===== src/design/aprPkg.sv =====
`default_nettype none

package aprPkg;

  localparam int wordWidth = 36;

  // Flag order is sbusErr, nxmErr, ioPageFail, mbParErr,
  // cacheDirParErr, sbusAdrParErr, powerFail, sweepDone
  localparam int flagCount = 8;
  localparam int flagLsb = 6;

  localparam int magicWidth = 9;
  localparam int fmAdrWidth = 4;
  localparam int blockWidth = 3;

  // Microcode condition codes
  typedef enum logic [2:0] {
    condNone       = 3'd0,
    condSetFlags   = 3'd1,
    condClrFlags   = 3'd2,
    condSetEnables = 3'd3,
    condClrEnables = 3'd4,
    condLoadBlocks = 3'd5,
    condDiagRead   = 3'd6
  } aprCondE;

  // Fast-memory address select from the microcode FMADR field
  typedef enum logic [2:0] {
    selAc          = 3'd0,
    selAcPlus1     = 3'd1,
    selXr          = 3'd2,
    selVma         = 3'd3,
    selAcPlus2     = 3'd4,
    selAcPlus3     = 3'd5,
    selAcPlusMagic = 3'd6,
    selMagic       = 3'd7
  } fmSelE;

  typedef enum logic [1:0] {
    diagFlags   = 2'd0,
    diagEnables = 2'd1,
    diagBlocks  = 2'd2,
    diagFmAdr   = 2'd3
  } diagFuncE;

endpackage

`default_nettype wire

===== src/design/aprCmdIf.sv =====
`timescale 1ns/10ps
`default_nettype none

interface aprCmdIf;

  logic setFlags;
  logic clrFlags;
  logic setEnables;
  logic clrEnables;
  logic loadBlocks;
  logic diagRead;
  logic [aprPkg::flagCount-1:0] mask;
  logic [aprPkg::blockWidth-1:0] curBlockIn;
  logic [aprPkg::blockWidth-1:0] prevBlockIn;
  aprPkg::diagFuncE diagFunc;

  modport decode (
    output setFlags, clrFlags, setEnables, clrEnables, loadBlocks, diagRead,
    output mask, curBlockIn, prevBlockIn, diagFunc
  );

  modport exec (
    input setFlags, clrFlags, setEnables, clrEnables, loadBlocks, diagRead,
    input mask, curBlockIn, prevBlockIn, diagFunc
  );

endinterface

`default_nettype wire


===== src/design/aprTop.sv =====
`timescale 1ns/10ps
`default_nettype none

module aprTop (
  input  wire                           clk,
  input  wire                           arstN,
  input  wire aprPkg::aprCondE          cond,
  input  wire [aprPkg::magicWidth-1:0]  magic,
  input  wire [aprPkg::wordWidth-1:0]   ebusData,
  input  wire [aprPkg::flagCount-1:0]   events,
  input  wire aprPkg::fmSelE            fmSel,
  input  wire [aprPkg::fmAdrWidth-1:0]  ac,
  input  wire [aprPkg::fmAdrWidth-1:0]  xr,
  input  wire [aprPkg::fmAdrWidth-1:0]  vma,
  input  wire                           xrPrevious,
  output logic                          aprInterrupt,
  output logic [aprPkg::flagCount-1:0]  flags,
  output logic [aprPkg::fmAdrWidth-1:0] fmAdr,
  output logic [aprPkg::blockWidth-1:0] fmBlock,
  output logic [aprPkg::wordWidth-1:0]  diagData,
  output logic                          diagValid
);

  logic [aprPkg::flagCount-1:0] enables;
  logic [aprPkg::blockWidth-1:0] curBlock;
  logic [aprPkg::blockWidth-1:0] prevBlock;

  aprCmdIf cmdIf ();

  aprDecode aprDecode_inst (
    .cond     (cond),
    .magic    (magic),
    .ebusData (ebusData),
    .cmd      (cmdIf.decode)
  );

  aprFlags aprFlags_inst (
    .clk       (clk),
    .arstN     (arstN),
    .cmd       (cmdIf.exec),
    .events    (events),
    .flags     (flags),
    .enables   (enables),
    .interrupt (aprInterrupt)
  );

  aprAcAddr aprAcAddr_inst (
    .clk        (clk),
    .arstN      (arstN),
    .cmd        (cmdIf.exec),
    .fmSel      (fmSel),
    .ac         (ac),
    .xr         (xr),
    .vma        (vma),
    .magic      (magic),
    .xrPrevious (xrPrevious),
    .curBlock   (curBlock),
    .prevBlock  (prevBlock),
    .fmAdr      (fmAdr),
    .fmBlock    (fmBlock)
  );

  aprDiagRead aprDiagRead_inst (
    .clk       (clk),
    .arstN     (arstN),
    .cmd       (cmdIf.exec),
    .flags     (flags),
    .enables   (enables),
    .curBlock  (curBlock),
    .prevBlock (prevBlock),
    .fmAdr     (fmAdr),
    .fmBlock   (fmBlock),
    .diagData  (diagData),
    .diagValid (diagValid)
  );

endmodule

`default_nettype wire


===== src/design/aprDiagRead.sv =====
`timescale 1ns/10ps
`default_nettype none

module aprDiagRead (
  input  wire                           clk,
  input  wire                           arstN,
  aprCmdIf.exec                         cmd,
  input  wire [aprPkg::flagCount-1:0]   flags,
  input  wire [aprPkg::flagCount-1:0]   enables,
  input  wire [aprPkg::blockWidth-1:0]  curBlock,
  input  wire [aprPkg::blockWidth-1:0]  prevBlock,
  input  wire [aprPkg::fmAdrWidth-1:0]  fmAdr,
  input  wire [aprPkg::blockWidth-1:0]  fmBlock,
  output logic [aprPkg::wordWidth-1:0]  diagData,
  output logic                          diagValid
);

  localparam int hiField = aprPkg::flagLsb + aprPkg::blockWidth;

  logic [aprPkg::wordWidth-1:0] diagWord;

  always_comb begin
    diagWord = '0;
    case (cmd.diagFunc)
      aprPkg::diagFlags: begin
        diagWord[aprPkg::flagLsb +: aprPkg::flagCount] = flags;
      end
      aprPkg::diagEnables: begin
        diagWord[aprPkg::flagLsb +: aprPkg::flagCount] = enables;
      end
      aprPkg::diagBlocks: begin
        diagWord[aprPkg::flagLsb +: aprPkg::blockWidth] = curBlock;
        diagWord[hiField +: aprPkg::blockWidth] = prevBlock;
      end
      default: begin
        diagWord[aprPkg::flagLsb +: aprPkg::blockWidth] = fmBlock;
        diagWord[hiField +: aprPkg::fmAdrWidth] = fmAdr;
      end
    endcase
  end

  always_ff @(posedge clk) begin
    if (cmd.diagRead) begin
      diagData <= diagWord;
    end
  end

  always_ff @(posedge clk or negedge arstN) begin
    if (!arstN) begin
      diagValid <= 1'b0;
    end else begin
      diagValid <= cmd.diagRead;
    end
  end

endmodule

`default_nettype wire


===== src/design/aprAcAddr.sv =====
`timescale 1ns/10ps
`default_nettype none

module aprAcAddr (
  input  wire                           clk,
  input  wire                           arstN,
  aprCmdIf.exec                         cmd,
  input  wire aprPkg::fmSelE            fmSel,
  input  wire [aprPkg::fmAdrWidth-1:0]  ac,
  input  wire [aprPkg::fmAdrWidth-1:0]  xr,
  input  wire [aprPkg::fmAdrWidth-1:0]  vma,
  input  wire [aprPkg::magicWidth-1:0]  magic,
  input  wire                           xrPrevious,
  output logic [aprPkg::blockWidth-1:0] curBlock,
  output logic [aprPkg::blockWidth-1:0] prevBlock,
  output logic [aprPkg::fmAdrWidth-1:0] fmAdr,
  output logic [aprPkg::blockWidth-1:0] fmBlock
);

  logic [aprPkg::fmAdrWidth-1:0] magicAdr;
  logic [aprPkg::blockWidth-1:0] magicBlock;
  logic [aprPkg::fmAdrWidth-1:0] acPlus1;
  logic [aprPkg::fmAdrWidth-1:0] acPlus2;
  logic [aprPkg::fmAdrWidth-1:0] acPlus3;
  logic [aprPkg::fmAdrWidth-1:0] acPlusMagic;

  always_ff @(posedge clk or negedge arstN) begin
    if (!arstN) begin
      curBlock <= '0;
      prevBlock <= '0;
    end else if (cmd.loadBlocks) begin
      curBlock <= cmd.curBlockIn;
      prevBlock <= cmd.prevBlockIn;
    end
  end

  // Magic bits 5-8 give an AC offset, bits 2-4 a block
  always_comb begin
    magicAdr = magic[8:5];
    magicBlock = magic[4:2];
  end

  // Sums wrap within the 16 word block
  always_comb begin
    acPlus1 = ac + aprPkg::fmAdrWidth'(1);
    acPlus2 = ac + aprPkg::fmAdrWidth'(2);
    acPlus3 = ac + aprPkg::fmAdrWidth'(3);
    acPlusMagic = ac + magicAdr;
  end

  always_comb begin
    case (fmSel)
      aprPkg::selAc:          fmAdr = ac;
      aprPkg::selAcPlus1:     fmAdr = acPlus1;
      aprPkg::selXr:          fmAdr = xr;
      aprPkg::selVma:         fmAdr = vma;
      aprPkg::selAcPlus2:     fmAdr = acPlus2;
      aprPkg::selAcPlus3:     fmAdr = acPlus3;
      aprPkg::selAcPlusMagic: fmAdr = acPlusMagic;
      default:                fmAdr = magicAdr;
    endcase
  end

  // Index register may live in the previous context
  always_comb begin
    if (fmSel == aprPkg::selMagic) begin
      fmBlock = magicBlock;
    end else if (fmSel == aprPkg::selXr && xrPrevious) begin
      fmBlock = prevBlock;
    end else begin
      fmBlock = curBlock;
    end
  end

endmodule

`default_nettype wire


===== src/design/aprFlags.sv =====
`timescale 1ns/10ps
`default_nettype none

module aprFlags (
  input  wire                          clk,
  input  wire                          arstN,
  aprCmdIf.exec                        cmd,
  input  wire [aprPkg::flagCount-1:0]  events,
  output logic [aprPkg::flagCount-1:0] flags,
  output logic [aprPkg::flagCount-1:0] enables,
  output logic                         interrupt
);

  logic [aprPkg::flagCount-1:0] flagSet;
  logic [aprPkg::flagCount-1:0] flagClr;
  logic [aprPkg::flagCount-1:0] enSet;
  logic [aprPkg::flagCount-1:0] enClr;
  logic [aprPkg::flagCount-1:0] flagsNext;
  logic [aprPkg::flagCount-1:0] enablesNext;

  always_comb begin
    flagSet = cmd.setFlags ? cmd.mask : '0;
    flagClr = cmd.clrFlags ? cmd.mask : '0;
    enSet = cmd.setEnables ? cmd.mask : '0;
    enClr = cmd.clrEnables ? cmd.mask : '0;
  end

  // Event pulse overrides a clear of the same flag
  always_comb begin
    flagsNext = ((flags | flagSet) & ~flagClr) | events;
    enablesNext = (enables | enSet) & ~enClr;
  end

  always_ff @(posedge clk or negedge arstN) begin
    if (!arstN) begin
      flags <= '0;
      enables <= '0;
    end else begin
      flags <= flagsNext;
      enables <= enablesNext;
    end
  end

  // Any enabled flag requests the interrupt
  always_comb begin
    interrupt = |(flags & enables);
  end

endmodule

`default_nettype wire


===== src/design/aprDecode.sv =====
`timescale 1ns/10ps
`default_nettype none

module aprDecode (
  input  wire aprPkg::aprCondE          cond,
  input  wire [aprPkg::magicWidth-1:0] magic,
  input  wire [aprPkg::wordWidth-1:0]  ebusData,
  aprCmdIf.decode                      cmd
);

  // One strobe per condition, nothing for condNone or spare codes
  always_comb begin
    cmd.setFlags = 1'b0;
    cmd.clrFlags = 1'b0;
    cmd.setEnables = 1'b0;
    cmd.clrEnables = 1'b0;
    cmd.loadBlocks = 1'b0;
    cmd.diagRead = 1'b0;
    case (cond)
      aprPkg::condSetFlags: begin
        cmd.setFlags = 1'b1;
      end
      aprPkg::condClrFlags: begin
        cmd.clrFlags = 1'b1;
      end
      aprPkg::condSetEnables: begin
        cmd.setEnables = 1'b1;
      end
      aprPkg::condClrEnables: begin
        cmd.clrEnables = 1'b1;
      end
      aprPkg::condLoadBlocks: begin
        cmd.loadBlocks = 1'b1;
      end
      aprPkg::condDiagRead: begin
        cmd.diagRead = 1'b1;
      end
      default: begin
      end
    endcase
  end

  // Data fields straight from the bus word
  always_comb begin
    cmd.mask = ebusData[aprPkg::flagLsb +: aprPkg::flagCount];
    cmd.curBlockIn = ebusData[aprPkg::flagLsb +: aprPkg::blockWidth];
    cmd.prevBlockIn =
      ebusData[aprPkg::flagLsb + aprPkg::blockWidth +: aprPkg::blockWidth];
  end

  // Readback function select in magic bits 0 and 1
  always_comb begin
    cmd.diagFunc = aprPkg::diagFuncE'(magic[1:0]);
  end

endmodule

`default_nettype wire


===== config.mk =====
export PLATFORM = sky130hd
export DESIGN_NAME = aprTop
export DESIGN_NICKNAME = d
export VERILOG_FILES = /design/src/design/aprPkg.sv /design/src/design/aprCmdIf.sv /design/src/design/aprTop.sv /design/src/design/aprDiagRead.sv /design/src/design/aprAcAddr.sv /design/src/design/aprFlags.sv /design/src/design/aprDecode.sv
export SDC_FILE = /design/constraint.sdc
export NUM_CORES = 1
export LEC_CHECK = 0
export ABC_CLOCK_PERIOD_IN_PS = 4700
export BUFFER_PORTS_ARGS = -buffer_cell sky130_fd_sc_hd__clkbuf_2
export CORE_MARGIN = 2
export CORE_UTILIZATION = 30
export DETAILED_ROUTE_END_ITERATION = 10
export PLACE_DENSITY = 0.68
export SYNTH_ARGS = -nofsm -noshare
export SYNTH_HDL_FRONTEND = slang
export SYNTH_HIERARCHICAL = 1
export SYNTH_SLANG_ARGS = --single-unit

===== constraint.sdc =====
create_clock -name clk -period 4.7 [get_ports clk]
set_input_delay 0.235 -clock clk [delete_from_list [all_inputs] [get_ports clk]]
set_output_delay 0.235 -clock clk [all_outputs]
set_load 0.05 [all_outputs]

==> key figures <==
Synth
  • Cell taking the most area after synthesis: dfrtp_1
  • Top cell type's share of synthesized area: 0.254
  • Simple-gate share of the synthesized area: 0.112
  • Top cells by area, synth: dfrtp_1, buf_4, edfxtp_1
  • Main synth FF type: dfrtp_1
  • Post-synth ARST share: 0.742
  • Synth Area in Compound Gates: 0.170
  • Adder and majority gate portion of the synthesized area: 0.0310
  • Post-synthesis xor/xnor area fraction: 0.0116
  • Largest family of logic cells by synthesized area: buffers and inverters
  • Synthesized area per cell: 9.97 µm²
  • Post-synth cell types: 42
  • Multiplexer area fraction after synthesis: 0.125
  • Ys Warns: 6
  • Synthesized cell area: 2260 µm²
  • Register area share after synthesis: 0.360
  • EDFF count, synth: 8
  • Register bit total from synthesis: 31
  • Synth Instances: 227

Cells and area
  • P&R area growth vs syn: 11.5%
  • Ant diodes: 0
  • Commonest non-fill, non-tap cell in the layout: clkbuf_2
  • Commonest non-fill, non-tap cells in the layout: clkbuf_2, conb_1, a21oi_1
  • Area of the multi-input gates: 1120 µm²
  • Share of layout cells above drive strength 1: 0.339
  • Filler cells: 788
  • Nets: 355
  • Storage element area: 816 µm²

Routing
  • Via count: 1,753
  • DRC: 0
  • 1st-pass router iterations: 4
  • ANT nets after route: 0
  • WL final: 5.41 mm
  • Vias/cell: 4.66
  • Routed wire length per instance: 14.4 µm
  • Initial DRC count: 89

Worst setup path
  • Crit-path max FO: 15
  • CP Data Required Time: 4.47 ns
  • Worst R2R Path Depth: 3
  • Setup crit start kind: input pin
  • Crit path arrival time: 2.64 ns
  • CP Class: in -> out
  • Reg2reg end: aprDiagRead_inst/diagData[6]$_DFFE_PP_
  • Worst Setup End Kind: output pin
  • Reg2reg setup slack: 3.31 ns
  • R2R Path Start: aprAcAddr_inst/prevBlock[0]$_DFFE_PN0P_

Min path
  • Min-Delay Path Class: in -> reg
  • Min-delay src: events[1]
  • Hold path cells: 2
  • Hold EP: aprFlags_inst/flags[1]$_DFF_PN0_

Timing
  • RSZ-0062 raised after global routing: false
  • Setup violations, final: 0
  • Hold Vio Cnt, Final: 0
  • Crit share post-route: 0.613
  • Worst rel slew slack: 0.241
  • Setup TNS after final layout: 0 ns
  • Least-Margin Pin Slew: 1.14 ns
  • Tmin final: 2.88 ns
  • F_max: 347 MHz
  • Max-slew violations: 0
  • Worst clock skew: 0.00646 ns

Floorplan
  • Die H: 90.9 µm
  • Total I/O pin count: 127
  • # rows: 31
  • Initial Util: 0.310
  • Core area: 7290 µm²
  • Die area: 8260 µm²
  • Die width: 90.9 µm

Placement
  • GPL Wtd Cong: 0.795
  • IO Port Bufs: 70
  • Post-DP HPWL: 4.21 mm

Power
  • P_leak: 1.14 nW
  • Seq pwr share: 0.414
  • Clock Power Share: 0.255
  • Sw Ratio: 0.384
  • Pwr dens: 317 nW/µm²
  • Worst VDD drop: 0.0948 mV
  • Cell-internal power: 0.492 mW
  • Sw Pwr: 0.307 mW
  • Pwr Total: 0.799 mW
  • Combinational fraction of design power: 0.331

CTS
  • Root Buffer: clkbuf_8
  • Clk sinks: 31
  • CTS Buf Count: 5
  • # resized after CTS: 0
  • Max clock buf depth: 2
  • CTS tree: done
  • Clk_lat worst skew: 0.29 ns
  • Setup Fix Bufs, Post-CTS: 0
  • H-tree depth: 2
  • Clock transition at path regs: 0.07 ns
  • Hold_buf cts: 1

Run status
  • Status: finished clean

Global route
  • Number of global-route vias before repair: 1,754
  • Gr ovfl total: 0
  • Largest net degree at the start of global routing: 24
  • First-pass GRT wire length: 8.76 mm
  • Gr usage total: 0.136
  • Initial antenna violation count: 0

Job
  • Max cap viols: 0
## through the flow
stage,hold slack (ns),std cells,util,cell area (µm²),setup WS (ns)
final,0.123,376,0.346,2520,1.82
after floorplan,-0.0606,254,-,2360,1.72
after detailed placement,0.275,367,0.334,2430,1.84
after global placement,0.268,367,0.334,2430,1.94
after global routing,0.118,376,0.346,2520,1.68
after CTS,0.120,376,0.346,2520,1.82
## cells by family after synthesis
kind of cell    Yosys count
compound gates           61
other cells               1
simple gates             45
mux                      20
xor+xnor                  3
fa+ha+maj                 5
flops                    31
buf+inv                  61
## power by group through the flow
stage	combinational [mW]	clock [mW]	sequential [mW]
finish	0.265	0.204	0.331
global route	0.285	0.218	0.335
CTS	0.267	0.206	0.331
detailed placement	0.266	0	0.336
global placement	0.260	0	0.334
floorplan	0.214	0	0.349
## registers in the layout, indices dropped and copies added (netlist names)
name	count
aprDiagRead_inst/diagData	8
aprAcAddr_inst/curBlock	3
aprDiagRead_inst/diagValid	1
aprFlags_inst/flags	8
aprFlags_inst/enables	8
aprAcAddr_inst/prevBlock	3
## Yosys cell counts, types with 2 or more instances
cell type	number
a21o_1	16
a22oi_1	5
buf_6	2
and3b_2	3
xnor2_1	2
mux2i_1	7
nor3b_1	3
nor2_1	11
mux4_2	6
clkbuf_1	2
a21oi_1	26
nand2_1	10
nand3b_1	3
and3_1	2
inv_1	5
edfxtp_1	8
clkbuf_2	2
buf_2	4
nand4_1	2
buf_4	46
o22ai_1	2
dfrtp_1	23
ha_1	4
o21ai_0	6
nand3_1	2
mux2_2	6
nand2b_1	4
## final cells by class
class,instances,share of cell area
multi-input combinational,162,0.446
timing repair buffer,71,0.143
clock inverter,2,0.00297
clock buffer,6,0.0288
inverter,5,0.00744
tap,99,0.0491
sequential,31,0.323
## critical path, cell delays in order
cell and delay (ns):
clkbuf_2 0.22, nand3b_1 0.30, or2_2 0.32, ha_1 0.20
inv_1 0.07, fa_1 0.43, o21ai_0 0.19, a21oi_1 0.09
a21oi_1 0.25, clkbuf_2 0.33
## worst max-delay path by stage
stage | start | endpoint | slack, ns | cells past startpoint
finish | fmSel[0] | fmAdr[1] | 1.82 | 10
global route | fmSel[0] | fmAdr[1] | 1.68 | 10
CTS | fmSel[0] | fmAdr[1] | 1.82 | 10
detailed placement | fmSel[0] | fmAdr[1] | 1.84 | 10
global placement | fmSel[0] | fmAdr[1] | 1.94 | 10
floorplan | fmSel[1] | aprDiagRead_inst/diagData[10]$_DFFE_PP_ | 1.72 | 10
## layer usage
layer / global-route usage / part of all wire / vias to the layer above
met2: 0.223 / 0.49 / 59
met1: 0.172 / 0.43 / 846
li1: - / - / 841
met3: 0.0551 / 0.075 / 7
met4: 0.0265 / 0.0094 / 0
met5: 0 / 0 / -
No activity file was read; power rests on OpenSTA's default activity.
